--- config.mk ---
export PLATFORM = sky130hd
export DESIGN_NAME = apb_periph_top
export DESIGN_NICKNAME = d
export VERILOG_FILES = /design/src/apb_periph_pkg.sv /design/src/apb_slave.sv /design/src/ctrl_regs.sv /design/src/scratch_ram.sv /design/src/resp_merge.sv /design/src/apb_periph_top.sv
export SDC_FILE = /design/constraint.sdc
export NUM_CORES = 1
export LEC_CHECK = 0
export ABC_AREA = 1
export BUFFER_PORTS_ARGS = -buffer_cell sky130_fd_sc_hd__clkbuf_2
export CORE_MARGIN = 10
export CORE_UTILIZATION = 50
export CTS_BUF_LIST = sky130_fd_sc_hd__clkbuf_4 sky130_fd_sc_hd__clkbuf_8 sky130_fd_sc_hd__clkbuf_16
export DETAILED_ROUTE_END_ITERATION = 10
export MAX_ROUTING_LAYER = met4
export PLACE_DENSITY = 0.78
export SETUP_SLACK_MARGIN = 0.02
export SLEW_MARGIN = 40
export SYNTH_ARGS = -nofsm -noshare
export SYNTH_HDL_FRONTEND = slang
export SYNTH_SLANG_ARGS = --single-unit
export TNS_END_PERCENT = 50
--- constraint.sdc ---
create_clock -name i_clk_apb -period 7.1 [get_ports i_clk_apb]
set_clock_uncertainty 0.1 [all_clocks]
set_input_delay 1.42 -clock i_clk_apb [delete_from_list [all_inputs] [get_ports i_clk_apb]]
set_output_delay 1.42 -clock i_clk_apb [all_outputs]
set_load 0.1 [all_outputs]
--- src/apb_periph_pkg.sv ---
// Bus widths, address map and register constants of the APB peripheral, imported with ::*
package apb_periph_pkg;

    localparam int ADDR_WIDTH = 32;                     // APB and transaction address
    localparam int DATA_WIDTH = 32;                     // APB and transaction data

    localparam int RAM_DEPTH  = 16;                     // Scratch words
    localparam int RAM_AW     = 4;                      // Scratch word index width

    // Byte bases of the two windows
    localparam logic [ADDR_WIDTH-1:0] REG_BASE = 32'h0000_0000; // 4 words, 0x0..0xC
    localparam logic [ADDR_WIDTH-1:0] RAM_BASE = 32'h0000_0100; // RAM_DEPTH words

    localparam int REG_WIN_LSB = 4;                     // Register window is 16 bytes
    localparam int RAM_WIN_LSB = RAM_AW + 2;            // Scratch window is 64 bytes

    // Register word indices, sized to the shared target index
    localparam logic [RAM_AW-1:0] REG_ID_OFS  = 4'd0;   // Read-only ID
    localparam logic [RAM_AW-1:0] REG_A_OFS   = 4'd1;   // Read/write A
    localparam logic [RAM_AW-1:0] REG_B_OFS   = 4'd2;   // Read/write B
    localparam logic [RAM_AW-1:0] REG_CNT_OFS = 4'd3;   // Read-only write counter

    localparam logic [DATA_WIDTH-1:0] PERIPH_ID = 32'h5A9B_0001; // Returned by ID

endpackage

--- src/apb_slave.sv ---
`timescale 1ns/1ps
// APB front end FSM; holds one valid/ready transaction per transfer and stretches PREADY
module apb_slave
    import apb_periph_pkg::*;
(
    input  logic                  i_clk_apb,   // APB clock
    input  logic                  i_rstn_apb,  // Async reset, active low
    input  logic                  i_psel,      // Peripheral select
    input  logic                  i_penable,   // Access phase
    input  logic                  i_pwrite,    // 1 write, 0 read
    input  logic [ADDR_WIDTH-1:0] i_paddr,     // Byte address
    input  logic [DATA_WIDTH-1:0] i_pwdata,    // Write data
    output logic [DATA_WIDTH-1:0] o_prdata,    // Read data, zero unless completing a read
    output logic                  o_pready,    // Transfer done
    output logic                  o_pslverr,   // Unmapped access
    output logic                  o_valid,     // Transaction held
    input  logic                  i_ready,     // Target side can take it
    output logic [ADDR_WIDTH-1:0] o_addr,      // Transaction address
    output logic                  o_rd0_wr1,   // Direction
    output logic [DATA_WIDTH-1:0] o_wr_data,   // Transaction write data
    input  logic                  i_rd_valid,  // Read response present
    input  logic [DATA_WIDTH-1:0] i_rd_data,   // Read response data
    input  logic                  i_err        // Decode error from merge
);

    typedef enum logic [1:0] {
        IDLE  = 2'b00,                         // No transaction held
        READ  = 2'b01,                         // Waiting on read response
        WRITE = 2'b10                          // Waiting on access phase
    } state_t;

    state_t state;
    state_t next_state;
    logic   done_q;                            // Transfer finished last cycle

    // APB holds address and data for the whole transfer
    assign o_addr    = i_paddr;
    assign o_rd0_wr1 = i_pwrite;
    assign o_wr_data = i_pwdata;

    assign o_prdata  = (o_pready && state == READ) ? i_rd_data : '0; // Only on completing read
    assign o_pslverr = o_pready && (state != IDLE) && i_err;          // Error rides on PREADY

    always_ff @(posedge i_clk_apb or negedge i_rstn_apb) begin
        if (!i_rstn_apb) begin
            state  <= IDLE;
            done_q <= 1'b0;
        end else begin
            state  <= next_state;
            done_q <= o_pready && (state != IDLE); // Mark completion edge
        end
    end

    // A back-to-back setup right after completion is held one cycle with valid low,
    // so targets see each transaction start as a fresh valid edge
    always_comb begin
        o_valid    = 1'b0;
        o_pready   = 1'b1;                     // Ready while idle
        next_state = state;
        case (state)
            IDLE: begin
                if (i_psel && !done_q) begin
                    o_valid  = 1'b1;           // Launch in setup phase
                    o_pready = 1'b0;
                    if (i_ready) begin
                        next_state = i_pwrite ? WRITE : READ;
                    end
                end else if (i_psel) begin
                    o_pready = 1'b0;           // Valid gap cycle
                end
            end
            READ: begin
                o_valid  = 1'b1;               // Held until response
                o_pready = i_rd_valid && i_penable;
                if (i_rd_valid && i_penable) begin
                    next_state = IDLE;
                end
            end
            WRITE: begin
                o_valid  = 1'b1;               // Target writes on first valid cycle
                o_pready = i_penable;
                if (i_penable) begin
                    next_state = IDLE;
                end
            end
            default: begin
                next_state = IDLE;
            end
        endcase
    end

    // Error only on the completing access phase of a selected transfer
    a_err_with_ready: assert property (@(posedge i_clk_apb) disable iff (!i_rstn_apb)
        o_pslverr |-> o_pready && i_psel && i_penable)
        else $error("pslverr outside a completing access phase");

    // Master keeps PADDR steady across the held transaction
    a_paddr_stable: assert property (@(posedge i_clk_apb) disable iff (!i_rstn_apb)
        (state == READ || state == WRITE) |-> i_paddr == $past(i_paddr))
        else $error("paddr changed during transfer");

endmodule

--- src/ctrl_regs.sv ---
`timescale 1ns/1ps
// Control registers behind the merge block; ID, A, B and a write counter, one-cycle reads
module ctrl_regs
    import apb_periph_pkg::*;
(
    input  logic                  i_clk_apb,   // APB clock
    input  logic                  i_rstn_apb,  // Async reset, active low
    input  logic                  i_valid,     // Routed transaction valid
    input  logic [RAM_AW-1:0]     i_idx,       // Register word index
    input  logic                  i_rd0_wr1,   // Direction
    input  logic [DATA_WIDTH-1:0] i_wr_data,   // Write data
    output logic                  o_rd_valid,  // Read data ready
    output logic [DATA_WIDTH-1:0] o_rd_data    // Registered read data
);

    logic [DATA_WIDTH-1:0] reg_a;              // Read/write A
    logic [DATA_WIDTH-1:0] reg_b;              // Read/write B
    logic [DATA_WIDTH-1:0] reg_cnt;            // Writes to A and B, wraps
    logic [DATA_WIDTH-1:0] rd_mux;             // Selected read word
    logic                  acc_q;              // Valid seen last cycle
    logic                  wr_first;           // First cycle of a write

    assign wr_first = i_valid && !acc_q && i_rd0_wr1; // Once per transaction

    always_comb begin
        case (i_idx)
            REG_ID_OFS:  rd_mux = PERIPH_ID;
            REG_A_OFS:   rd_mux = reg_a;
            REG_B_OFS:   rd_mux = reg_b;
            REG_CNT_OFS: rd_mux = reg_cnt;
            default:     rd_mux = '0;          // Outside register set
        endcase
    end

    always_ff @(posedge i_clk_apb or negedge i_rstn_apb) begin
        if (!i_rstn_apb) begin
            acc_q      <= 1'b0;
            o_rd_valid <= 1'b0;
            reg_a      <= '0;
            reg_b      <= '0;
            reg_cnt    <= '0;
        end else begin
            acc_q      <= i_valid;
            o_rd_valid <= i_valid && !i_rd0_wr1; // Follows valid one cycle late
            if (wr_first) begin
                case (i_idx)
                    REG_A_OFS: begin
                        reg_a   <= i_wr_data;
                        reg_cnt <= reg_cnt + 1'b1;
                    end
                    REG_B_OFS: begin
                        reg_b   <= i_wr_data;
                        reg_cnt <= reg_cnt + 1'b1;
                    end
                    default: begin
                        reg_cnt <= reg_cnt;    // ID and CNT ignore writes
                    end
                endcase
            end
        end
    end

    always_ff @(posedge i_clk_apb) begin
        if (i_valid) begin
            o_rd_data <= rd_mux;               // Capture while selected
        end
    end

endmodule

--- src/scratch_ram.sv ---
`timescale 1ns/1ps
// Scratch memory target; writes on the first valid cycle, reads through two register stages
module scratch_ram
    import apb_periph_pkg::*;
(
    input  logic                  i_clk_apb,   // APB clock
    input  logic                  i_rstn_apb,  // Async reset, active low
    input  logic                  i_valid,     // Routed transaction valid
    input  logic [RAM_AW-1:0]     i_idx,       // Word index
    input  logic                  i_rd0_wr1,   // Direction
    input  logic [DATA_WIDTH-1:0] i_wr_data,   // Write data
    output logic                  o_rd_valid,  // Two cycles after valid
    output logic [DATA_WIDTH-1:0] o_rd_data    // Second stage data
);

    logic [DATA_WIDTH-1:0] mem [RAM_DEPTH];    // Storage array
    logic [RAM_AW-1:0]     idx_q;              // Stage 1 index
    logic                  s1_v;               // Stage 1 read in flight
    logic                  acc_q;              // Valid seen last cycle
    logic                  wr_first;           // First cycle of a write

    assign wr_first = i_valid && !acc_q && i_rd0_wr1;

    always_ff @(posedge i_clk_apb) begin
        if (wr_first) begin
            mem[i_idx] <= i_wr_data;           // Single write per transaction
        end
        idx_q     <= i_idx;                    // Stage 1
        o_rd_data <= mem[idx_q];               // Stage 2
    end

    always_ff @(posedge i_clk_apb or negedge i_rstn_apb) begin
        if (!i_rstn_apb) begin
            acc_q      <= 1'b0;
            s1_v       <= 1'b0;
            o_rd_valid <= 1'b0;
        end else begin
            acc_q      <= i_valid;
            s1_v       <= i_valid && !i_rd0_wr1;
            o_rd_valid <= s1_v && i_valid;     // Cleared once valid drops
        end
    end

    // Index held while a read walks the two stages
    a_idx_held: assert property (@(posedge i_clk_apb) disable iff (!i_rstn_apb)
        s1_v && i_valid |-> i_idx == idx_q)
        else $error("index changed while a read was in flight");

endmodule

--- src/resp_merge.sv ---
`timescale 1ns/1ps
// Address decoder between front end and targets; routes valid and folds responses back
module resp_merge
    import apb_periph_pkg::*;
(
    input  logic                  i_valid,        // Transaction valid
    input  logic [ADDR_WIDTH-1:0] i_addr,         // Byte address
    input  logic                  i_rd0_wr1,      // Direction
    input  logic [DATA_WIDTH-1:0] i_wr_data,      // Write data
    output logic                  o_ready,        // Targets never stall
    output logic                  o_rd_valid,     // Merged read valid
    output logic [DATA_WIDTH-1:0] o_rd_data,      // Merged read data
    output logic                  o_err,          // Unmapped address
    output logic                  o_reg_valid,    // Valid to ctrl_regs
    output logic                  o_ram_valid,    // Valid to scratch_ram
    output logic [RAM_AW-1:0]     o_idx,          // Word index to targets
    output logic                  o_tgt_rd0_wr1,  // Direction to targets
    output logic [DATA_WIDTH-1:0] o_tgt_wr_data,  // Write data to targets
    input  logic                  i_reg_rd_valid, // ctrl_regs response
    input  logic [DATA_WIDTH-1:0] i_reg_rd_data,
    input  logic                  i_ram_rd_valid, // scratch_ram response
    input  logic [DATA_WIDTH-1:0] i_ram_rd_data
);

    logic reg_hit;                                // Inside register window
    logic ram_hit;                                // Inside scratch window

    assign reg_hit = i_addr[ADDR_WIDTH-1:REG_WIN_LSB] == REG_BASE[ADDR_WIDTH-1:REG_WIN_LSB];
    assign ram_hit = i_addr[ADDR_WIDTH-1:RAM_WIN_LSB] == RAM_BASE[ADDR_WIDTH-1:RAM_WIN_LSB];

    assign o_ready       = 1'b1;
    assign o_reg_valid   = i_valid && reg_hit;    // Only the hit target sees valid
    assign o_ram_valid   = i_valid && ram_hit;
    assign o_err         = i_valid && !reg_hit && !ram_hit;
    assign o_tgt_rd0_wr1 = i_rd0_wr1;
    assign o_tgt_wr_data = i_wr_data;

    // Word index, register offsets zero-extended
    assign o_idx = ram_hit ? i_addr[RAM_WIN_LSB-1:2] : RAM_AW'(i_addr[REG_WIN_LSB-1:2]);

    always_comb begin
        if (reg_hit) begin
            o_rd_valid = i_reg_rd_valid;
            o_rd_data  = i_reg_rd_data;
        end else if (ram_hit) begin
            o_rd_valid = i_ram_rd_valid;
            o_rd_data  = i_ram_rd_data;
        end else begin
            o_rd_valid = o_err;                   // Error answers at once
            o_rd_data  = '0;
        end
    end

    // One transfer in flight, so only one target answers at a time
    always_comb begin
        a_one_target: assert (!(i_reg_rd_valid && i_ram_rd_valid))
            else $error("both targets answered");
    end

endmodule

--- src/apb_periph_top.sv ---
`timescale 1ns/1ps
// Peripheral top; APB front end, response merge, control registers and scratch memory
module apb_periph_top
    import apb_periph_pkg::*;
(
    input  logic                  i_clk_apb,   // APB clock
    input  logic                  i_rstn_apb,  // Async reset, active low
    input  logic                  i_psel,
    input  logic                  i_penable,
    input  logic                  i_pwrite,
    input  logic [ADDR_WIDTH-1:0] i_paddr,
    input  logic [DATA_WIDTH-1:0] i_pwdata,
    output logic [DATA_WIDTH-1:0] o_prdata,
    output logic                  o_pready,
    output logic                  o_pslverr
);

    logic                  valid;              // Front end to merge
    logic                  ready;
    logic [ADDR_WIDTH-1:0] addr;
    logic                  rd0_wr1;
    logic [DATA_WIDTH-1:0] wr_data;
    logic                  rd_valid;           // Merge to front end
    logic [DATA_WIDTH-1:0] rd_data;
    logic                  err;
    logic                  reg_valid;          // Merge to targets
    logic                  ram_valid;
    logic [RAM_AW-1:0]     idx;
    logic                  tgt_rd0_wr1;
    logic [DATA_WIDTH-1:0] tgt_wr_data;
    logic                  reg_rd_valid;       // Targets to merge
    logic [DATA_WIDTH-1:0] reg_rd_data;
    logic                  ram_rd_valid;
    logic [DATA_WIDTH-1:0] ram_rd_data;

    apb_slave slave0 (
        .i_clk_apb (i_clk_apb),  .i_rstn_apb(i_rstn_apb),
        .i_psel    (i_psel),     .i_penable (i_penable),
        .i_pwrite  (i_pwrite),   .i_paddr   (i_paddr),
        .i_pwdata  (i_pwdata),   .o_prdata  (o_prdata),
        .o_pready  (o_pready),   .o_pslverr (o_pslverr),
        .o_valid   (valid),      .i_ready   (ready),
        .o_addr    (addr),       .o_rd0_wr1 (rd0_wr1),
        .o_wr_data (wr_data),    .i_rd_valid(rd_valid),
        .i_rd_data (rd_data),    .i_err     (err)
    );

    resp_merge merge0 (
        .i_valid       (valid),        .i_addr        (addr),
        .i_rd0_wr1     (rd0_wr1),      .i_wr_data     (wr_data),
        .o_ready       (ready),        .o_rd_valid    (rd_valid),
        .o_rd_data     (rd_data),      .o_err         (err),
        .o_reg_valid   (reg_valid),    .o_ram_valid   (ram_valid),
        .o_idx         (idx),          .o_tgt_rd0_wr1 (tgt_rd0_wr1),
        .o_tgt_wr_data (tgt_wr_data),  .i_reg_rd_valid(reg_rd_valid),
        .i_reg_rd_data (reg_rd_data),  .i_ram_rd_valid(ram_rd_valid),
        .i_ram_rd_data (ram_rd_data)
    );

    ctrl_regs regs0 (
        .i_clk_apb (i_clk_apb),    .i_rstn_apb(i_rstn_apb),
        .i_valid   (reg_valid),    .i_idx     (idx),
        .i_rd0_wr1 (tgt_rd0_wr1),  .i_wr_data (tgt_wr_data),
        .o_rd_valid(reg_rd_valid), .o_rd_data (reg_rd_data)
    );

    scratch_ram ram0 (
        .i_clk_apb (i_clk_apb),    .i_rstn_apb(i_rstn_apb),
        .i_valid   (ram_valid),    .i_idx     (idx),
        .i_rd0_wr1 (tgt_rd0_wr1),  .i_wr_data (tgt_wr_data),
        .o_rd_valid(ram_rd_valid), .o_rd_data (ram_rd_data)
    );

endmodule

==> impl_metrics.env, run 1 <==
export IMPL_cp_arrival_ns=3.84
export IMPL_drc=0
export IMPL_ctsLongestPathBuffers=3
export IMPL_fillers=4484
export IMPL_cts_root_buf="clkbuf_16"
export IMPL_post_cts_buffers=0
export IMPL_period_minus_slack_ns=5.36
export IMPL_clkSinkCount=684
export IMPL_tns_ns=0
export IMPL_grt_max_degree=170
export IMPL_power_density_mw_per_mm2=260
export IMPL_avgSynthCellArea_um2=11.8
export IMPL_r2r_end="ram0.mem[4][13]$_DFFE_PP_"
export IMPL_initial_core_util_pct=50.6
export IMPL_core_area_mm2=0.0566
export IMPL_io_pins=103
export IMPL_fin_crit_sh_pct=75.5
export IMPL_post_dp_cell_area_mm2=0.0303
export IMPL_synthFlopType="edfxtp_1"
export IMPL_grt_pass1_vias=19200
export IMPL_finalSetupViolations=0
export IMPL_fin_nets=2577
export IMPL_max_freq_mhz=187
export IMPL_vias=19400
export IMPL_drv_cap=0
export IMPL_vdd_drop_max_mv=0.249
export IMPL_hold_path_depth=2
export IMPL_async_flop_share_pct=15.2
export IMPL_crit_chain="clkbuf_2 -> nor2_1 -> nand2_1 -> nor2_1 -> nand2_2 -> nor2_4 -> buf_4 -> a21oi_1 -> nand3_1 -> nand2_1 -> nand2_2 -> buf_4 -> nor2_1 -> buf_4"
export IMPL_ys_warn_count=0
export IMPL_min_to="ram0.o_rd_valid$_DFF_PN0_"
export IMPL_clkLatencyLatePin_ns=0.61
export IMPL_rows=87
export IMPL_final_cell_mix="edfxtp_1 (544), nand2_1 (399), o21ai_0 (269)"
export IMPL_grt_usage_pct=22.8
export IMPL_critPathLaunchType="input pin"
export IMPL_area_growth_pct=13.8
export IMPL_r2r_setup_slack_ns=3.08
export IMPL_max_slew_worst_pin_slew_ns=0.882
export IMPL_drive_gt1_share_pct=12.1
export IMPL_leakage_uw=0.0126
export IMPL_syn_area_mm2=0.0286
export IMPL_end_kind="output port"
export IMPL_htreeDepth=3
export IMPL_rsz0062_at_grt="no"
export IMPL_seq_area_frac_synth_pct=68.6
export IMPL_hpwl_mm=45.4
export IMPL_maxSlewViolCount=0
export IMPL_detail_route_wl_per_cell_um=22.8
export IMPL_final_common_cell="edfxtp_1"
export IMPL_cts_hold_buffers=0
export IMPL_slew_limit_headroom_pct=41.1
export IMPL_cts_clk_slew_worst_paths_ns=0.06
export IMPL_path_delay_family="simple AND/OR/NAND/NOR gates"
export IMPL_critical_path_required_ns=5.58
export IMPL_drtAntennaViolNets=0
export IMPL_post_cts_resized=0
export IMPL_dieArea_mm2=0.0673
export IMPL_drt_initial_drc_count=2132
export IMPL_max_stage_delay_ns=0.42
export IMPL_crit_type="in2out"
export IMPL_cp_slowest_cell="nand2_2"
export IMPL_die_y_um=259
export IMPL_viasPerCell=5.86
export IMPL_ff2ff_path_depth=9
export IMPL_grt_pass1_wl_mm=114
export IMPL_die_w_um=259
export IMPL_status="complete, no violations"
export IMPL_synth_seq_cells=684
export IMPL_synth_fp_nets=2500
export IMPL_setup_ws_ns=1.74
export IMPL_drt_total_wl_mm=75.6
export IMPL_first_pass_iters=5
export IMPL_grt_overflow=0
export IMPL_gp_congestion=0.933
export IMPL_r2r_start="slave0.state[0]$_DFFE_PN0P_"
export IMPL_synth_distinct_cells=38
export IMPL_min_from="ram0.s1_v$_DFF_PN0_"
export IMPL_tritoncts="built"
export IMPL_design_area_mm2=0.0326
export IMPL_cp_max_fo=34
export IMPL_fin_hold_ws_ns=0.377
export IMPL_total_power_uw=8480
export IMPL_final_hold_viol_count=0
export IMPL_pre_cts_slack_ns=1.47
export IMPL_postSynthCellCount=2426
export IMPL_numCtsBuffers=69
export IMPL_port_buffers=100
export IMPL_hold_path_class="reg2reg"
export IMPL_synth_edff_count=544
export IMPL_antenna_found_initial=3
export IMPL_path_buf_inv=4
==> Yosys cell counts, types with 2 or more instances <==
library cell	instances	area share [%]
buf_4	2	0.052
buf_2	25	0.44
o21ai_0	270	4.7
nand2_1	400	5.2
dfxtp_1	36	2.5
o221ai_1	2	0.061
nand3_1	106	1.9
buf_6	8	0.31
inv_1	221	2.9
clkbuf_1	98	1.3
a21oi_1	132	2.3
inv_2	2	0.026
xnor2_1	5	0.15
edfxtp_1	544	57
xor2_1	24	0.73
nor2_4	2	0.079
o211ai_1	154	4.0
nor3_1	21	0.37
o21ai_1	7	0.12
nor2_1	101	1.3
dfrtp_1	104	9.1
nor2_2	3	0.066
mux2i_1	128	4.5
ha_1	5	0.22
nand2_2	3	0.066
nand4_1	3	0.066
buf_1	9	0.12
==> power by group <==
group | total, uW | switching (uW) | internal, uW
Sequential | 4360 | 20.3 | 4340
Clock | 3680 | 1500 | 2180
Combinational | 435 | 322 | 113
==> through the flow <==
step                instances  util, %
floorplan                2426        -
global placement         3175     52.9
detailed placement       3187     53.5
CTS                      3313     57.5
global route             3317     57.6
finish                   3317     57.6
==> registers in the layout, indices dropped and copies added (netlist names), 2 cells and up <==
register and cells:
ram0.o_rd_data 32, ram0.idx_q 4, regs0.reg_a 32, regs0.o_rd_data 32, regs0.reg_b 32, slave0.state 2, ram0.mem 512, regs0.reg_cnt 32
==> worst min-delay path: stages, from the launching register on <==
cell	delay, ns
dfrtp_1	0.36
inv_1	0.05
nor2_1	0.04
==> routing by layer <==
layer | global-route usage, % | routed length, um | vias up
li1 | - | - | 8744
met1 | 28.0 | 29000 | 9467
met2 | 36.2 | 36600 | 1006
met3 | 4.34 | 6810 | 206
met4 | 10.4 | 3160 | 0
met5 | - | 0 | -
==> layout make-up <==
| cell class | instances | area [um2] | share of cell area (%) |
|---|---|---|---|
| flip-flops and latches | 684 | 19700 | 60.3 |
| multi-input cells | 1374 | 7620 | 23.4 |
| clock buffers | 101 | 2060 | 6.33 |
| repair buffers | 149 | 1190 | 3.65 |
| well taps | 756 | 946 | 2.90 |
| inverters | 225 | 848 | 2.60 |
| clock inverters | 25 | 255 | 0.783 |
| diodes | 3 | 7.51 | 0.0230 |
==> how the worst max path moves through the flow <==
stage	from	end	slack, ns	cells after the start
after floorplan	i_paddr[15]	o_prdata[10]	0.97	12
after global placement	i_paddr[5]	o_prdata[20]	1.48	14
after detailed placement	i_paddr[5]	o_prdata[7]	1.47	14
after global routing	i_paddr[5]	o_prdata[8]	1.51	14
after CTS	i_paddr[5]	o_prdata[8]	1.45	14
final	i_paddr[5]	o_prdata[8]	1.74	14
==> kinds of logic after synthesis <==
kind of cell	share of synthesized area (%)
flops	68.6
fa+ha+maj	0.218
simple gates	9.26
buf+inv	5.18
xor+xnor	0.887
compound gates	11.4
mux	4.47
Power figures use the tool's default switching activity.
==> inputs of run 2 (changes only) <==
--- a/config.mk
+++ b/config.mk
@@ -5,7 +5,7 @@
 export SDC_FILE = /design/constraint.sdc
 export NUM_CORES = 1
 export LEC_CHECK = 0
-export ABC_AREA = 1
+export ABC_AREA = 0
 export BUFFER_PORTS_ARGS = -buffer_cell sky130_fd_sc_hd__clkbuf_2
 export CORE_MARGIN = 10
 export CORE_UTILIZATION = 50
==> constraint.sdc (replaced) <==
create_clock -name i_clk_apb -period 5.4 [get_ports i_clk_apb]
set_clock_uncertainty 0.1 [all_clocks]
set_input_delay 1.08 -clock i_clk_apb [delete_from_list [all_inputs] [get_ports i_clk_apb]]
set_output_delay 1.08 -clock i_clk_apb [all_outputs]
set_load 0.1 [all_outputs]
==> impl_metrics.env, run 2 <==
export IMPL_crit_type="in2out"
export IMPL_tns_ns=0
export IMPL_area_growth_pct=15.6
export IMPL_leakage_uw=0.0110
export IMPL_period_minus_slack_ns=4.73
export IMPL_hpwl_mm=36.0
export IMPL_power_density_mw_per_mm2=344
export IMPL_postSynthCellCount=1343
export IMPL_grt_usage_pct=20.2
export IMPL_intPower_uw=8410
export IMPL_p_seq_share_pct=53.3
export IMPL_fillers=3773
export IMPL_post_dp_cell_area_mm2=0.0292
export IMPL_viasPerCell=6.16
export IMPL_synthTopCellsByCount="edfxtp_1 (544), mux4_2 (160), dfrtp_1 (104), mux2_4 (60)"
export IMPL_drt_initial_drc_count=1779
export IMPL_synth_seq_cells=684
export IMPL_fin_nets=1559
export IMPL_htreeDepth=2
export IMPL_core_area_mm2=0.0536
export IMPL_drc=0
export IMPL_grt_pass1_wl_mm=93.0
export IMPL_grt_pass1_vias=14400
export IMPL_cp_slowest_cell="clkbuf_2"
export IMPL_cp_max_fo=8
export IMPL_avgSynthCellArea_um2=20.1
export IMPL_clkLatencyLatePin_ns=0.63
export IMPL_critical_path_required_ns=4.22
export IMPL_synth_fp_nets=1417
export IMPL_largest_register="ram0.mem"
export IMPL_drtAntennaViolNets=0
export IMPL_crit_chain="clkbuf_2 -> nor4_1 -> nand3_1 -> o31ai_4 -> nand4_1 -> a2111oi_2 -> clkbuf_2"
export IMPL_synth_top_cell_by_area="edfxtp_1"
export IMPL_rows=85
export IMPL_cp_arrival_ns=3.55
export IMPL_vias=13800
export IMPL_vdd_drop_max_mv=0.241
export IMPL_die_w_um=252
export IMPL_hold_path_class="in2async"
export IMPL_status="complete, no violations"
export IMPL_final_cell_mix="edfxtp_1 (544), mux4_2 (160), dfrtp_1 (104)"
export IMPL_synth_edff_count=544
export IMPL_yosysMostFrequentCell="edfxtp_1"
export IMPL_post_cts_resized=0
export IMPL_first_pass_iters=7
export IMPL_final_hold_viol_count=0
export IMPL_seq_area_frac_synth_pct=72.8
export IMPL_max_freq_mhz=211
export IMPL_ys_warn_count=0
export IMPL_initial_core_util_pct=50.3
export IMPL_clkPwrFrac_pct=40.2
export IMPL_path_common_cell="clkbuf_2"
export IMPL_numCtsBuffers=61
export IMPL_gp_congestion=0.846
export IMPL_synth_area_top_cells="edfxtp_1 (61%), mux4_2 (13%), dfrtp_1 (9.6%)"
export IMPL_max_stage_delay_ns=0.52
export IMPL_io_pins=103
export IMPL_grt_max_degree=80
export IMPL_rsz0062_at_grt="no"
export IMPL_cts_clk_slew_worst_paths_ns=0.06
export IMPL_pre_cts_slack_ns=0.655
export IMPL_path_delay_family="simple AND/OR/NAND/NOR gates"
export IMPL_largest_reg_flops=512
export IMPL_p_sw_share_pct=21.8
export IMPL_synth_distinct_cells=51
export IMPL_post_cts_buffers=0
export IMPL_critPathLaunchType="input pin"
export IMPL_final_common_cell="edfxtp_1"
export IMPL_port_buffers=100
export IMPL_synthFlopType="edfxtp_1"
export IMPL_pwr_share_comb_pct=6.4
export IMPL_detail_route_wl_per_cell_um=27.6
export IMPL_finalSetupViolations=0
export IMPL_cts_root_buf="clkbuf_16"
export IMPL_drv_cap=0
export IMPL_clkSinkCount=684
export IMPL_die_y_um=252
export IMPL_drive_gt1_share_pct=35.0
export IMPL_async_flop_share_pct=15.2
export IMPL_ctsLongestPathBuffers=3
export IMPL_slew_limit_headroom_pct=52.2
export IMPL_syn_area_mm2=0.0270
export IMPL_setup_ws_ns=0.671
export IMPL_cts_hold_buffers=0
export IMPL_design_area_mm2=0.0312
export IMPL_tritoncts="built"
export IMPL_end_kind="output port"
export IMPL_drt_total_wl_mm=61.8
export IMPL_dieArea_mm2=0.0637
export IMPL_max_slew_worst_pin_slew_ns=0.717
export IMPL_switchingPower_uw=2340
export IMPL_fin_crit_sh_pct=87.6
export IMPL_antenna_found_initial=4
export IMPL_path_buf_inv=2
export IMPL_maxSlewViolCount=0
export IMPL_grt_overflow=0
export IMPL_yosysTopAreaCellShare_pct=60.5
==> run 2: cell types whose count changed in the layout (fill, tap and decap cells not counted), sizes merged, moves of 11 or more <==
cell	previous run	this run
nor2	107	54
nand3	107	14
a21oi	132	4
nand2	404	18
mux2	0	87
a22oi	0	54
inv	226	10
nor3	21	55
mux2i	128	10
mux4	0	160
nand4	3	14
o211ai	154	0
o21ai	279	0
clkbuf	173	139
==> run 2: layer usage <==
metal / vias to the layer above / share of wire (%) / global-route usage [%]
met5: - / 0 / -
met4: 0 / 2.6 / 5.89
met3: 105 / 8.3 / 4.76
met2: 608 / 49 / 31.9
met1: 7274 / 40 / 25.8
li1: 5771 / - / -
==> run 2: worst register-to-register path, delay by kind of cell (launching register included) <==
kind,cells,cell delay [ns]
adder cells (fa/ha/maj),1,0.35
AO/OA/AOI/OAI,1,0.36
AND/OR/NAND/NOR,4,1.99
flip-flops,1,0.42
buffers and inverters,2,0.44
==> run 2: area by class of cell <==
| cell class | instances | area [um2] | area share [%] |
|---|---|---|---|
| Inverter | 8 | 30.0 | 0.0962 |
| Clock buffer | 72 | 1620 | 5.20 |
| Timing Repair Buffer | 154 | 1530 | 4.90 |
| Clock inverter | 41 | 379 | 1.21 |
| Multi-Input combinational cell | 576 | 7100 | 22.7 |
| Antenna cell | 4 | 10.0 | 0.0321 |
| Sequential cell | 684 | 19700 | 63.0 |
| Tap cell | 696 | 871 | 2.79 |
==> run 2: cell families (layout without fill, tap and decap cells) <==
kind of cell | count (synthesis) | after routing | synth area share (%)
flip-flops | 684 | 684 | 72.8
buffers and inverters | 83 | 275 | 1.41
other | 0 | 4 | 0
AND/OR/NAND/NOR | 205 | 205 | 4.08
AO/OA/AOI/OAI | 77 | 77 | 2.21
XOR/XNOR | 32 | 32 | 1.04
multiplexers | 257 | 257 | 18.2
adder cells (fa/ha/maj) | 5 | 5 | 0.232
==> run 2: power by group through the flow <==
| stage | combinational (uW) | sequential (uW) | clock, uW |
|---|---|---|---|
| after floorplan | 440 | 5830 | 0 |
| after global placement | 645 | 5850 | 0 |
| after detailed placement | 685 | 5840 | 0 |
| after CTS | 688 | 5730 | 4380 |
| after global routing | 742 | 5730 | 4590 |
| final | 693 | 5730 | 4330 |
==> run 2: final timing paths <==
path	from	to	slack, ns	cells past startpoint
max in group asynchronous	i_rstn_apb	regs0.reg_b[24]$_DFFE_PN0P_	3.98	3
worst max register to register	slave0.state[0]$_DFFE_PN0P_	ram0.mem[14][27]$_DFFE_PP_	1.40	8
worst min register to register	ram0.s1_v$_DFF_PN0_	ram0.o_rd_valid$_DFF_PN0_	0.38	1
min in group i_clk_apb	ram0.s1_v$_DFF_PN0_	ram0.o_rd_valid$_DFF_PN0_	0.38	1
worst max-delay path	i_paddr[6]	o_pslverr	0.67	7
worst min-delay path	i_rstn_apb	regs0.reg_a[10]$_DFFE_PN0P_	0.22	1
==> run 2: through the flow <==
step | util, % | power, uW | std cells | hold WS [ns]
floorplan | - | 6270 | 1343 | 0.328
CTS | 58.1 | 10800 | 2230 | 0.374
global placement | 54.3 | 6500 | 2115 | 0.334
global route | 58.2 | 11100 | 2235 | 0.221
detailed placement | 54.4 | 6530 | 2117 | 0.350
finish | 58.2 | 10800 | 2235 | 0.224
==> inputs of run 3 (changes only) <==
--- a/config.mk
+++ b/config.mk
@@ -6,8 +6,8 @@
 export NUM_CORES = 1
 export LEC_CHECK = 0
 export ABC_AREA = 0
-export BUFFER_PORTS_ARGS = -buffer_cell sky130_fd_sc_hd__clkbuf_2
-export CORE_MARGIN = 10
+export BUFFER_PORTS_ARGS = -buffer_cell sky130_fd_sc_hd__buf_2
+export CORE_MARGIN = 3
 export CORE_UTILIZATION = 50
 export CTS_BUF_LIST = sky130_fd_sc_hd__clkbuf_4 sky130_fd_sc_hd__clkbuf_8 sky130_fd_sc_hd__clkbuf_16
 export DETAILED_ROUTE_END_ITERATION = 10
==> impl_metrics.env, run 3 (synthesis results as in run 2) <==
export IMPL_end_kind="output port"
export IMPL_first_pass_iters=5
export IMPL_ctsLongestPathBuffers=3
export IMPL_numCtsBuffers=66
export IMPL_r2r_end="ram0.mem[10][25]$_DFFE_PP_"
export IMPL_hold_path_class="in2async"
export IMPL_cp_max_fo=14
export IMPL_area_growth_pct=16.6
export IMPL_ff2ff_path_depth=8
export IMPL_post_cts_resized=0
export IMPL_fin_nets=1556
export IMPL_fin_crit_sh_pct=90.8
export IMPL_cts_root_buf="clkbuf_16"
export IMPL_crit_end="o_prdata[24]"
export IMPL_core_area_mm2=0.0530
export IMPL_pre_cts_slack_ns=0.533
export IMPL_viasPerCell=6.29
export IMPL_maxSlewViolCount=0
export IMPL_fin_hold_ws_ns=0.378
export IMPL_r2r_start="slave0.state[0]$_DFFE_PN0P_"
export IMPL_max_stage_delay_ns=0.60
export IMPL_drt_initial_drc_count=1480
export IMPL_grt_busiest_layer="met2"
export IMPL_power_density_mw_per_mm2=358
export IMPL_max_freq_mhz=204
export IMPL_finalSetupViolations=0
export IMPL_status="complete, no violations"
export IMPL_grt_pass1_vias=14300
export IMPL_critPathLaunchType="input pin"
export IMPL_final_common_cell="edfxtp_1"
export IMPL_rows=84
export IMPL_post_cts_buffers=0
export IMPL_hpwl_mm=35.0
export IMPL_dieArea_mm2=0.0568
export IMPL_final_hold_viol_count=0
export IMPL_met1_usage_pct=30.8
export IMPL_largest_reg_flops=512
export IMPL_drtAntennaViolNets=0
export IMPL_clkSinkCount=684
export IMPL_drive_gt1_share_pct=35.6
export IMPL_max_slew_worst_pin_slew_ns=0.711
export IMPL_initial_core_util_pct=50.9
export IMPL_cp_slowest_cell="o41a_1"
export IMPL_setup_ws_ns=0.499
export IMPL_met3_usage_pct=4.90
export IMPL_grt_use_met2_pct=35.8
export IMPL_crit_chain="buf_2 -> nor4_1 -> nand3_1 -> o41a_1 -> a31oi_4 -> buf_4 -> nor3_1 -> buf_12"
export IMPL_io_pins=103
export IMPL_critical_path_required_ns=4.22
export IMPL_critPathLaunch="i_paddr[6]"
export IMPL_die_w_um=238
export IMPL_detail_route_wl_per_cell_um=27.9
export IMPL_placed_cells=2101
export IMPL_cts_hold_buffers=0
export IMPL_grt_pass1_wl_mm=93.1
export IMPL_antenna_found_initial=2
export IMPL_drv_cap=0
export IMPL_htreeDepth=3
export IMPL_r2r_setup_slack_ns=1.49
export IMPL_gp_congestion=0.841
export IMPL_grt_usage_pct=22.9
export IMPL_clkLatencyLatePin_ns=0.59
export IMPL_grt_overflow=0
export IMPL_period_minus_slack_ns=4.90
export IMPL_tritoncts="built"
export IMPL_slew_limit_headroom_pct=52.6
export IMPL_die_y_um=238
export IMPL_instances_no_fill=2224
export IMPL_grt_max_degree=89
export IMPL_total_power_uw=11300
export IMPL_rsz0062_at_grt="no"
export IMPL_cp_arrival_ns=3.72
export IMPL_cts_clk_slew_worst_paths_ns=0.06
export IMPL_port_buffers=100
export IMPL_drc=0
export IMPL_leakage_uw=0.0111
export IMPL_drt_total_wl_mm=62.1
export IMPL_largest_register="ram0.mem"
export IMPL_crit_type="in2out"
export IMPL_final_cell_mix="edfxtp_1 (544), mux4_2 (160), dfrtp_1 (104)"
export IMPL_vdd_drop_max_mv=0.237
export IMPL_vias=14000
==> run 3: cell count changes in the layout (fill, tap and decap cells not counted), moves of 3 or more <==
cell / before / now
clkinv_1: 13 / 4
clkbuf_4: 9 / 21
clkinv_2: 16 / 7
clkbuf_8: 2 / 8
clkbuf_16: 61 / 71
clkbuf_2: 67 / 0
buf_2: 0 / 66
buf_4: 43 / 35
diode_2: 4 / 1
==> run 3: stage by stage <==
stage          TNS (ns)  instance area (um2)  util, %
2_1_floorplan     -7.39                27000        -
3_3_place_gp          0                29100     54.9
3_5_place_dp          0                29100     55.0
4_1_cts               0                31400     59.3
5_1_grt               0                31500     59.4
6_report              0                31500     59.4
==> run 3: cell type report <==
cell class	count	area [um2]
multi-input combinational	576	7100
antenna	1	2.50
timing repair buffer	146	1480
fill	3662	21500
inverter	8	30.0
sequential	684	19700
tap	688	861
clock inverter	21	285
clock buffer	100	2040
==> run 3: critical path: cells and delay by family <==
kind,cells,cell delay [ns]
AO/OA/AOI/OAI,2,1.08
buffers and inverters,3,0.62
AND/OR/NAND/NOR,3,0.90
==> run 3: how the worst min path moves through the flow <==
stage / end / slack [ns]
after floorplan: ram0.o_rd_valid$_DFF_PN0_ / 0.33
after global placement: ram0.o_rd_valid$_DFF_PN0_ / 0.33
after detailed placement: regs0.reg_cnt[31]$_DFFE_PN0P_ / 0.36
after CTS: regs0.reg_cnt[31]$_DFFE_PN0P_ / 0.38
after global routing: regs0.reg_cnt[31]$_DFFE_PN0P_ / 0.40
final: slave0.state[0]$_DFFE_PN0P_ / 0.38
==> run 3: power breakdown <==
group	internal [uW]	total, uW	leakage [uW]	switching, uW
clock network	2960	4850	0.00117	1890
logic	228	684	0.00328	456
registers	5710	5730	0.00670	26.6
==> run 3: metal layers <==
metal	vias to the layer above	wire length, um
met5	-	0
li1	5771	-
met1	7353	24100
met2	764	30700
met4	0	1350
met3	104	5980
